[src/source/store_pkg.sv]
/*
  Shared widths, depths and payload types of the store buffer.
  Both queue depths must be powers of two because the pointers wrap by overflow.
*/
package store_pkg;

    // ------------------------------------------------------------
    // widths
    // ------------------------------------------------------------

    // physical address width
    localparam int unsigned PLEN = 34;
    // data width of one store
    localparam int unsigned XLEN = 64;
    // one enable per data byte
    localparam int unsigned BE_W = XLEN / 8;
    // load offset as seen by the checker, one page
    localparam int unsigned PAGE_OFFSET_W = 12;

    // compared offset bits, doubleword granularity inside the page
    localparam int unsigned OFFSET_LSB = 3;
    localparam int unsigned OFFSET_MSB = 11;

    // ------------------------------------------------------------
    // depths and credits
    // ------------------------------------------------------------

    localparam int unsigned DEPTH_SPEC   = 4;
    localparam int unsigned DEPTH_COMMIT = 4;

    // writes the memory side can absorb before returning credits
    localparam int unsigned MEM_CREDITS = 2;

    // pointer and counter widths, counters need one extra state for "full"
    localparam int unsigned SPEC_PTR_W   = $clog2(DEPTH_SPEC);
    localparam int unsigned SPEC_CNT_W   = $clog2(DEPTH_SPEC + 1);
    localparam int unsigned COMMIT_PTR_W = $clog2(DEPTH_COMMIT);
    localparam int unsigned COMMIT_CNT_W = $clog2(DEPTH_COMMIT + 1);
    localparam int unsigned CREDIT_W     = $clog2(MEM_CREDITS + 1);

    // ------------------------------------------------------------
    // types
    // ------------------------------------------------------------

    // access size opcode
    typedef enum logic [1:0] {
        SIZE_B = 2'b00,
        SIZE_H = 2'b01,
        SIZE_W = 2'b10,
        SIZE_D = 2'b11
    } size_e;

    // payload of one store as handed in by the LSU
    typedef struct packed {
        logic [PLEN-1:0] addr;
        logic [XLEN-1:0] data;
        logic [BE_W-1:0] be;
        size_e           size;
    } store_t;

    // one write on the memory port
    typedef struct packed {
        logic [PLEN-1:0] addr;
        logic [XLEN-1:0] wdata;
        logic [BE_W-1:0] be;
        size_e           size;
    } mem_wr_t;

    // queue slot, payload plus occupancy flag
    typedef struct packed {
        store_t st;
        logic   valid;
    } entry_t;

endpackage

[src/source/store_ctrl.sv]
/*
  Occupancy and credit bookkeeping for both store queues.
  A flush together with a push drops the pushed store as well.
*/
module store_ctrl (
    input  logic clk_i,
    input  logic rst_ni,

    // LSU side
    input  logic st_valid_i,
    output logic st_ready_o,

    // commit and flush from the issue stage
    input  logic commit_i,
    output logic commit_ready_o,
    input  logic flush_i,

    // memory credit return
    input  logic mem_credit_i,

    // queue enables
    output logic spec_push_o,
    output logic spec_pop_o,
    output logic spec_flush_o,
    output logic commit_push_o,
    output logic mem_send_o,

    // status
    output logic no_st_pending_o,
    output logic empty_o
);

    import store_pkg::*;

    logic [SPEC_CNT_W-1:0]   spec_cnt_d, spec_cnt_q;
    logic [COMMIT_CNT_W-1:0] commit_cnt_d, commit_cnt_q;
    logic [CREDIT_W-1:0]     credit_cnt_d, credit_cnt_q;

    // ------------------------------------------------------------
    // handshakes and enables
    // ------------------------------------------------------------

    // ready only looks at the speculative count
    assign st_ready_o     = (spec_cnt_q < DEPTH_SPEC);
    assign commit_ready_o = (commit_cnt_q < DEPTH_COMMIT);

    assign spec_push_o  = st_valid_i & st_ready_o;
    // a commit moves the speculative head into the commit queue
    assign spec_pop_o    = commit_i;
    assign commit_push_o = commit_i;
    assign spec_flush_o  = flush_i;

    // send whenever something is committed and a credit is left
    assign mem_send_o = (commit_cnt_q != '0) && (credit_cnt_q != '0);

    assign no_st_pending_o = (commit_cnt_q == '0);
    assign empty_o         = (spec_cnt_q == '0) && no_st_pending_o;

    // ------------------------------------------------------------
    // next counts
    // ------------------------------------------------------------

    always_comb begin
        spec_cnt_d = spec_cnt_q;
        if (flush_i) begin
            // every speculative store is discarded
            spec_cnt_d = '0;
        end else if (spec_push_o && !spec_pop_o) begin
            spec_cnt_d = spec_cnt_q + SPEC_CNT_W'(1);
        end else if (!spec_push_o && spec_pop_o) begin
            spec_cnt_d = spec_cnt_q - SPEC_CNT_W'(1);
        end
    end

    always_comb begin
        commit_cnt_d = commit_cnt_q;
        // committed stores survive a flush
        if (commit_push_o && !mem_send_o) begin
            commit_cnt_d = commit_cnt_q + COMMIT_CNT_W'(1);
        end else if (!commit_push_o && mem_send_o) begin
            commit_cnt_d = commit_cnt_q - COMMIT_CNT_W'(1);
        end
    end

    always_comb begin
        credit_cnt_d = credit_cnt_q;
        // spend one per send, regain one per returned pulse
        if (mem_send_o && !mem_credit_i) begin
            credit_cnt_d = credit_cnt_q - CREDIT_W'(1);
        end else if (!mem_send_o && mem_credit_i) begin
            credit_cnt_d = credit_cnt_q + CREDIT_W'(1);
        end
    end

    always_ff @(posedge clk_i or negedge rst_ni) begin
        if (!rst_ni) begin
            spec_cnt_q   <= '0;
            commit_cnt_q <= '0;
            credit_cnt_q <= CREDIT_W'(MEM_CREDITS);
        end else begin
            spec_cnt_q   <= spec_cnt_d;
            commit_cnt_q <= commit_cnt_d;
            credit_cnt_q <= credit_cnt_d;
        end
    end

    // ------------------------------------------------------------
    // protocol checks
    // ------------------------------------------------------------

    // flush and commit come from the same stage and exclude each other
    a_commit_flush: assert property (@(posedge clk_i) disable iff (!rst_ni)
        flush_i |-> !commit_i)
        else $error("commit and flush raised in the same cycle");

    a_spec_underflow: assert property (@(posedge clk_i) disable iff (!rst_ni)
        (spec_cnt_q == '0) |-> !commit_i)
        else $error("commit with no speculative store");

    a_commit_overflow: assert property (@(posedge clk_i) disable iff (!rst_ni)
        (commit_cnt_q == DEPTH_COMMIT) |-> !commit_i)
        else $error("commit into a full commit queue");

    // a credit while all credits are home means the memory side miscounted
    a_credit_bound: assert property (@(posedge clk_i) disable iff (!rst_ni)
        mem_credit_i && !mem_send_o |=> credit_cnt_q <= MEM_CREDITS)
        else $error("credit count above MEM_CREDITS");

endmodule

[src/source/spec_queue.sv]
/*
  Circular buffer of stores that can still be flushed.
  Payload slots have no reset, only the valid bits and pointers do.
*/
module spec_queue (
    input  logic                                          clk_i,
    input  logic                                          rst_ni,
    input  logic                                          push_i,
    input  logic                                          pop_i,
    input  logic                                          flush_i,
    input  store_pkg::store_t                             st_i,
    output store_pkg::entry_t                             head_o,
    output store_pkg::entry_t [store_pkg::DEPTH_SPEC-1:0] entries_o
);

    import store_pkg::*;

    store_t                 mem_q [DEPTH_SPEC];
    logic [DEPTH_SPEC-1:0]  valid_q;
    logic [SPEC_PTR_W-1:0]  rd_ptr_q, wr_ptr_q;

    // ------------------------------------------------------------
    // read side
    // ------------------------------------------------------------

    // oldest store, taken by the commit queue on a commit
    assign head_o.st    = mem_q[rd_ptr_q];
    assign head_o.valid = valid_q[rd_ptr_q];

    // whole array for the offset checker
    always_comb begin
        for (int unsigned i = 0; i < DEPTH_SPEC; i++) begin
            entries_o[i].st    = mem_q[i];
            entries_o[i].valid = valid_q[i];
        end
    end

    // ------------------------------------------------------------
    // storage
    // ------------------------------------------------------------

    // payload is written on every push, flushed slots are simply overwritten later
    always_ff @(posedge clk_i) begin
        if (push_i) begin
            mem_q[wr_ptr_q] <= st_i;
        end
    end

    always_ff @(posedge clk_i or negedge rst_ni) begin
        if (!rst_ni) begin
            valid_q  <= '0;
            rd_ptr_q <= '0;
            wr_ptr_q <= '0;
        end else if (flush_i) begin
            // drop everything speculative, a push in the same cycle is lost too
            valid_q  <= '0;
            wr_ptr_q <= rd_ptr_q;
        end else begin
            if (push_i) begin
                valid_q[wr_ptr_q] <= 1'b1;
                wr_ptr_q          <= wr_ptr_q + SPEC_PTR_W'(1);
            end
            // head leaves for the commit queue
            if (pop_i) begin
                valid_q[rd_ptr_q] <= 1'b0;
                rd_ptr_q          <= rd_ptr_q + SPEC_PTR_W'(1);
            end
        end
    end

    // the control count and the valid bits must agree on a commit
    a_pop_valid: assert property (@(posedge clk_i) disable iff (!rst_ni)
        pop_i |-> head_o.valid)
        else $error("commit of an invalid speculative head");

    // overflow shows up as a push onto a slot that is still occupied
    a_push_free: assert property (@(posedge clk_i) disable iff (!rst_ni)
        push_i |-> !valid_q[wr_ptr_q])
        else $error("push into an occupied speculative slot");

endmodule

[src/source/commit_queue.sv]
/*
  Circular buffer of committed stores, drained in order to the memory port.
  Flush has no effect here, committed stores always reach memory.
*/
module commit_queue (
    input  logic                                            clk_i,
    input  logic                                            rst_ni,
    input  logic                                            push_i,
    input  logic                                            pop_i,
    input  store_pkg::entry_t                               entry_i,
    output store_pkg::mem_wr_t                              mem_wr_o,
    output store_pkg::entry_t [store_pkg::DEPTH_COMMIT-1:0] entries_o
);

    import store_pkg::*;

    store_t                  mem_q [DEPTH_COMMIT];
    logic [DEPTH_COMMIT-1:0] valid_q;
    logic [COMMIT_PTR_W-1:0] rd_ptr_q, wr_ptr_q;
    store_t                  head;

    // ------------------------------------------------------------
    // memory write from the head
    // ------------------------------------------------------------

    assign head = mem_q[rd_ptr_q];

    // field renaming only, the write is qualified by the control's send
    assign mem_wr_o.addr  = head.addr;
    assign mem_wr_o.wdata = head.data;
    assign mem_wr_o.be    = head.be;
    assign mem_wr_o.size  = head.size;

    always_comb begin
        for (int unsigned i = 0; i < DEPTH_COMMIT; i++) begin
            entries_o[i].st    = mem_q[i];
            entries_o[i].valid = valid_q[i];
        end
    end

    // ------------------------------------------------------------
    // storage
    // ------------------------------------------------------------

    always_ff @(posedge clk_i) begin
        if (push_i) begin
            mem_q[wr_ptr_q] <= entry_i.st;
        end
    end

    always_ff @(posedge clk_i or negedge rst_ni) begin
        if (!rst_ni) begin
            valid_q  <= '0;
            rd_ptr_q <= '0;
            wr_ptr_q <= '0;
        end else begin
            // speculative head carries its own valid
            if (push_i) begin
                valid_q[wr_ptr_q] <= entry_i.valid;
                wr_ptr_q          <= wr_ptr_q + COMMIT_PTR_W'(1);
            end
            // sent means done, no acknowledge
            if (pop_i) begin
                valid_q[rd_ptr_q] <= 1'b0;
                rd_ptr_q          <= rd_ptr_q + COMMIT_PTR_W'(1);
            end
        end
    end

    // a send must never carry an empty slot to memory
    a_pop_valid: assert property (@(posedge clk_i) disable iff (!rst_ni)
        pop_i |-> valid_q[rd_ptr_q])
        else $error("memory write from an invalid commit head");

endmodule

[src/source/offset_checker.sv]
/*
  Purely combinational, compares doubleword offsets inside a page only.
  A hit tells the load side to wait, it does not forward data.
*/
module offset_checker (
    input  logic [store_pkg::PAGE_OFFSET_W-1:0]             ld_offset_i,
    input  store_pkg::entry_t [store_pkg::DEPTH_SPEC-1:0]   spec_entries_i,
    input  store_pkg::entry_t [store_pkg::DEPTH_COMMIT-1:0] commit_entries_i,
    input  logic                                            st_valid_i,
    input  logic [store_pkg::PLEN-1:0]                      st_addr_i,
    output logic                                            match_o
);

    import store_pkg::*;

    logic [OFFSET_MSB:OFFSET_LSB] ld_off;
    logic                         spec_hit, commit_hit, in_hit;

    assign ld_off = ld_offset_i[OFFSET_MSB:OFFSET_LSB];

    // any valid speculative entry with the same offset
    always_comb begin
        spec_hit = 1'b0;
        for (int unsigned i = 0; i < DEPTH_SPEC; i++) begin
            spec_hit |= spec_entries_i[i].valid &&
                        (spec_entries_i[i].st.addr[OFFSET_MSB:OFFSET_LSB] == ld_off);
        end
    end

    // same for the committed stores still waiting for memory
    always_comb begin
        commit_hit = 1'b0;
        for (int unsigned i = 0; i < DEPTH_COMMIT; i++) begin
            commit_hit |= commit_entries_i[i].valid &&
                          (commit_entries_i[i].st.addr[OFFSET_MSB:OFFSET_LSB] == ld_off);
        end
    end

    // store offered this cycle, whether or not it is accepted
    assign in_hit = st_valid_i && (st_addr_i[OFFSET_MSB:OFFSET_LSB] == ld_off);

    assign match_o = spec_hit | commit_hit | in_hit;

endmodule

[src/source/store_buffer_top.sv]
/*
  Store buffer with a credit based memory port, a write counts as done once sent.
  commit_i needs a speculative store and commit_ready_o, and never comes with flush_i.
*/
module store_buffer_top (
    input  logic                                clk_i,
    input  logic                                rst_ni,

    // store input
    input  logic                                st_valid_i,
    input  store_pkg::store_t                   st_req_i,
    output logic                                st_ready_o,

    // commit and flush
    input  logic                                commit_i,
    output logic                                commit_ready_o,
    input  logic                                flush_i,

    // memory write port
    output logic                                mem_valid_o,
    output store_pkg::mem_wr_t                  mem_wr_o,
    input  logic                                mem_credit_i,

    // load offset check
    input  logic [store_pkg::PAGE_OFFSET_W-1:0] ld_offset_i,
    output logic                                offset_match_o,

    // status
    output logic                                no_st_pending_o,
    output logic                                empty_o
);

    import store_pkg::*;

    logic spec_push, spec_pop, spec_flush, commit_push, mem_send;

    entry_t                    spec_head;
    entry_t [DEPTH_SPEC-1:0]   spec_entries;
    entry_t [DEPTH_COMMIT-1:0] commit_entries;

    // ------------------------------------------------------------
    // control
    // ------------------------------------------------------------

    store_ctrl i_store_ctrl (
        .clk_i           (clk_i),
        .rst_ni          (rst_ni),
        .st_valid_i      (st_valid_i),
        .st_ready_o      (st_ready_o),
        .commit_i        (commit_i),
        .commit_ready_o  (commit_ready_o),
        .flush_i         (flush_i),
        .mem_credit_i    (mem_credit_i),
        .spec_push_o     (spec_push),
        .spec_pop_o      (spec_pop),
        .spec_flush_o    (spec_flush),
        .commit_push_o   (commit_push),
        .mem_send_o      (mem_send),
        .no_st_pending_o (no_st_pending_o),
        .empty_o         (empty_o)
    );

    // ------------------------------------------------------------
    // queues and checker
    // ------------------------------------------------------------

    spec_queue i_spec_queue (
        .clk_i     (clk_i),
        .rst_ni    (rst_ni),
        .push_i    (spec_push),
        .pop_i     (spec_pop),
        .flush_i   (spec_flush),
        .st_i      (st_req_i),
        .head_o    (spec_head),
        .entries_o (spec_entries)
    );

    // a send pops the commit head
    commit_queue i_commit_queue (
        .clk_i     (clk_i),
        .rst_ni    (rst_ni),
        .push_i    (commit_push),
        .pop_i     (mem_send),
        .entry_i   (spec_head),
        .mem_wr_o  (mem_wr_o),
        .entries_o (commit_entries)
    );

    offset_checker i_offset_checker (
        .ld_offset_i      (ld_offset_i),
        .spec_entries_i   (spec_entries),
        .commit_entries_i (commit_entries),
        .st_valid_i       (st_valid_i),
        .st_addr_i        (st_req_i.addr),
        .match_o          (offset_match_o)
    );

    assign mem_valid_o = mem_send;

endmodule

[config.mk]
export PLATFORM = sky130hd
export DESIGN_NAME = store_buffer_top
export DESIGN_NICKNAME = d
export VERILOG_FILES = /design/src/source/store_pkg.sv /design/src/source/store_ctrl.sv /design/src/source/spec_queue.sv /design/src/source/commit_queue.sv /design/src/source/offset_checker.sv /design/src/source/store_buffer_top.sv
export SDC_FILE = /design/constraint.sdc
export NUM_CORES = 1
export LEC_CHECK = 0
export BUFFER_PORTS_ARGS = -buffer_cell sky130_fd_sc_hd__clkbuf_2
export CAP_MARGIN = 20
export CORE_MARGIN = 1
export CORE_UTILIZATION = 40
export DETAILED_ROUTE_END_ITERATION = 7
export HOLD_SLACK_MARGIN = 0.05
export PLACE_DENSITY = 0.6
export SETUP_SLACK_MARGIN = 0.15
export SYNTH_ARGS = -nofsm -noshare
export SYNTH_HDL_FRONTEND = slang
export SYNTH_HIERARCHICAL = 1
export SYNTH_SLANG_ARGS = --single-unit
[constraint.sdc]
create_clock -name clk_i -period 4.5 [get_ports clk_i]
set_clock_uncertainty 0.1 [all_clocks]
set_input_delay 0.225 -clock clk_i [delete_from_list [all_inputs] [get_ports clk_i]]
set_output_delay 0.225 -clock clk_i [all_outputs]
set_load 0.005 [all_outputs]
==> summary.txt <==
Cells and area
  • Fill cells: a little under 7000
  • Layout cell share with drive strength beyond 1: 0.3412
  • Post-Layout Cell Count: 2952
  • Layout Nets: slightly below 2000
  • Final core utilization: 0.4833
  • Area Overhead vs Synth: 19.83%

Yosys
  • Unique masters post-synth: 38
  • Post-synth net total: 1530
  • Synthesized area: between 0.03 and 0.04 mm2
  • Mapped Cells: approximately 1400
  • Synthesized area per cell: roughly 24 um2
  • Syn. warnings: 6
  • Sequential-to-total area share from yosys stat: 0.7877
  • Yosys reg bits: slightly below 900
  • Number of flops mapped to enable cells by yosys: between 800 and 900
  • Ys async rst share: 0.02703
  • Ys flop type: edfxtp_1

Global route
  • Vias in the first global route: between 15000 and 20000
  • Wire length of the first global-routing pass: 104200 um
  • GR Util All Layers: 0.1652
  • Initial antenna violation count: 7
  • Gr ovfl total: 0
  • Largest net degree at the start of global routing: 72

Power
  • Sw power: 7.661 mW
  • Max VDD drop: approximately 0.00038 V
  • Sw Ratio: 0.2820
  • Internal: 19.51 mW
  • Leak: 13.52 nW
  • Comb pwr share: 0.254
  • Clock power share: 0.287
  • Flop pwr share: 0.459
  • Overall power: 27.17 mW
  • PwrDens: slightly below 700 mW/mm2

Critical path
  • Crit path launch type: flip-flop
  • CP endpoint kind: output pin
  • Arrival @ worst endpoint: 2.72 ns
  • CP Class: flip-flop to output pin
  • Worst path required time: approximately 4.2 ns
  • Crit Path Max Fanout: 43

Timing
  • Fmax: 328.8 MHz
  • Fin crit share: 0.6759
  • Final setup margin: ~1.5 ns
  • Unrepaired setup endpoints after global routing: no
  • Final Hold Fails: 0
  • Worst Tran Pin Value: roughly 1.0 ns
  • Minimum clock period: approximately 3.0 ns
  • Relative slew slack: 0.3009
  • Setup_tns: 0 ns
  • Setup Viol. Count Final: 0
  • Final slew viol count: 0

Clock tree
  • Worst-path clk slew: around 0.060 ns
  • Post-CTS Setup Inserts: 0
  • CTS max path bufs: 3
  • TritonCTS buffer count: 94
  • Clock Latency Late Sink: approximately 0.64 ns
  • H-tree Lvls: 3
  • Clk root buf: clkbuf_16
  • CTS tree: built
  • TritonCTS Sinks: a little under 900

Placement
  • Cells after DPL: between 2000 and 3000
  • Routability Congestion: approximately 0.77
  • Placement Setup Slack: between 1.5 and 2 ns
  • HPWL Detailed: between 30000 and 40000 um
  • PortBufs: 236

Drt
  • Drt drc: 0
  • WL per Instance: 23.54 um
  • Final antenna-violating net count: 0
  • 1st-pass router iterations: 5
  • Routed wire length: between 60000 and 70000 um
  • Via/cell ratio: approximately 5.1
  • Iteration-0 DRC Markers: between 900 and 1000
  • Vias post-DR: 15200

Die
  • # rows: about 110
  • DIE AREA: 0.08541 mm2
  • DIE WIDTH: 292.3 um
  • Core ar.: about 0.084 mm2
  • Initial Util: 0.4033
  • # IOs: 240
  • DIE HEIGHT: between 200 and 300 um

Status
  • Status: completed

Hold path
  • Hold WC Path Type: input port to flip-flop

Job
  • Max cap viols: 0
[worst max-delay path, stage by stage, from the launching register on]
cell	delay [ns]
dfrtp_4	0.93
buf_4	0.56
mux4_2	0.41
clkbuf_2	0.13
[power groups by stage]
stage | Combinational (mW) | Clock, mW | Sequential, mW
2_1_floorplan | 4.79 | 0 | 12.4
4_1_cts | 7.14 | 8.00 | 12.5
5_1_grt | 7.49 | 8.32 | 12.7
3_5_place_dp | 7.03 | 0 | 12.7
3_3_place_gp | 6.86 | 0 | 12.6
6_report | 6.89 | 7.79 | 12.5
[cell usage after synthesis (2+ instances only)]
master      n  area, um2
mux2_2      4      45.04
buf_6      17      191.4
inv_1      17      63.81
a221oi_1    4      35.03
ha_1       18      225.2
nor2b_1     2      12.51
xnor2_1    20      175.2
nand2_1     6      22.52
xor2_1     71      621.9
o21a_1      4      30.03
nor4_2      2      25.02
edfxtp_1  864      25940
mux4_2    217       4887
nor4_1     16      100.1
dfrtp_1    23      575.6
clkbuf_1    2      7.510
nor2_1      8      30.03
o21ai_0     5      25.02
buf_4      14      105.1
buf_12      8      160.2
and2_1      8      50.05
fa_1        2      40.04
a21oi_1     9      45.04
nand4_1     9      56.30
buf_1       3      11.26
buf_2      19      95.09
[cell usage in the layout (no fill, tap or decap), types with 2 or more instances in the layout]
cell type	Yosys	routed
nor2b_1	2	2
xor2_1	71	71
edfxtp_1	864	864
bufinv_16	0	13
clkinv_4	0	2
dfrtp_1	23	19
clkbuf_1	2	15
clkbuf_2	0	236
mux4_2	217	217
nor4_1	16	16
dlygate4sd3_1	0	115
clkinv_1	0	19
clkbuf_16	0	94
fa_1	2	2
diode_2	0	2
a221oi_1	4	4
nand2_1	6	6
buf_4	14	13
nor4_2	2	2
dfrtp_4	0	4
inv_6	0	3
mux2_2	4	4
o21a_1	4	4
o21ai_0	5	5
xnor2_1	20	20
clkinv_2	0	16
nor2_1	8	8
a21oi_1	9	9
clkinvlp_4	0	4
buf_12	8	14
inv_1	17	17
ha_1	18	18
and2_4	0	8
nand4_1	9	9
clkinv_16	0	3
[cells by family (layout without fill, tap and decap cells)]
family,after synthesis,after routing,synth area share
DFF,888,888,0.7877
and+or+nand+nor,56,56,0.009950
other,0,2,0
buffers and inverters,80,566,0.01882
adders and majority gates,20,20,0.007871
muxes,222,222,0.1467
xor gates and xnor gates,92,92,0.02413
AOI/OAI and AO/OA,26,26,0.004826
[per-layer routing]
layer,vias to the layer above,global-route usage,wire [um]
li1,6662,-,-
met1,8112,0.2000,27440
met2,314,0.2987,37360
met3,100,0.03339,3328
met4,10,0.04623,1300
met5,-,0,66
[flip-flops by register name, summed over array words and instances, names as in the netlist]
signal,flops
i_commit_queue/wr_ptr_q,2
i_store_ctrl/spec_cnt_q,3
i_store_ctrl/credit_cnt_q,2
i_spec_queue/valid_q,4
i_commit_queue/rd_ptr_q,2
i_commit_queue/valid_q,4
i_spec_queue/wr_ptr_q,2
i_store_ctrl/commit_cnt_q,3
i_spec_queue/mem_q,432
i_commit_queue/mem_q,432
i_spec_queue/rd_ptr_q,2
[area by class of cell]
class	instances	area, um2	share of cell area
Clock buffer	109	2409	0.05965
Timing Repair Buffer	378	2710	0.06711
Antenna cell	2	5.005	0.0001239
Tap cell	1080	1351	0.03346
Sequential cell	888	26560	0.6578
Inverter	17	63.81	0.001580
Clock inverter	62	742.0	0.01837
Multi-Input combinational cell	416	6539	0.1619
[through the flow]
stage / hold WS [ns] / area (um2)
final: 0.2334 / 40380
after detailed placement: 0.1792 / 36050
after global routing: 0.1952 / 40380
after CTS: 0.1763 / 40380
after global placement: 0.1593 / 36050
after floorplan: -0.1706 / 33700
[final timing paths]
| path | endpoint | startpoint | slack (ns) | cells after the start |
|---|---|---|---|---|
| max in group asynchronous | i_spec_queue/rd_ptr_q[1]$_DFFE_PN0P_ | rst_ni | 3.52 | 4 |
| min reg2reg | i_store_ctrl/credit_cnt_q[0]$_DFFE_PN0P_ | i_store_ctrl/credit_cnt_q[0]$_DFFE_PN0P_ | 0.42 | 1 |
| min | i_spec_queue/mem_q[0][43]$_DFFE_PP_ | st_req_i[43] | 0.23 | 2 |
| max | mem_wr_o[46] | i_commit_queue/rd_ptr_q[1]$_DFFE_PN0P_ | 1.46 | 3 |
| min in group asynchronous | i_commit_queue/valid_q[1]$_DFF_PN0_ | rst_ni | 0.60 | 4 |
| max reg2reg | i_commit_queue/valid_q[2]$_DFF_PN0_ | i_spec_queue/rd_ptr_q[0]$_DFFE_PN0P_ | 1.98 | 4 |
[repair_timing]
| action | 4_1_cts | 5_1_grt |
|---|---|---|
| hold endpoints to repair | 470 | 0 |
| resized for setup | 0 | 0 |
| hold buffers | 116 | 0 |
(Power assumes the default switching activity.)
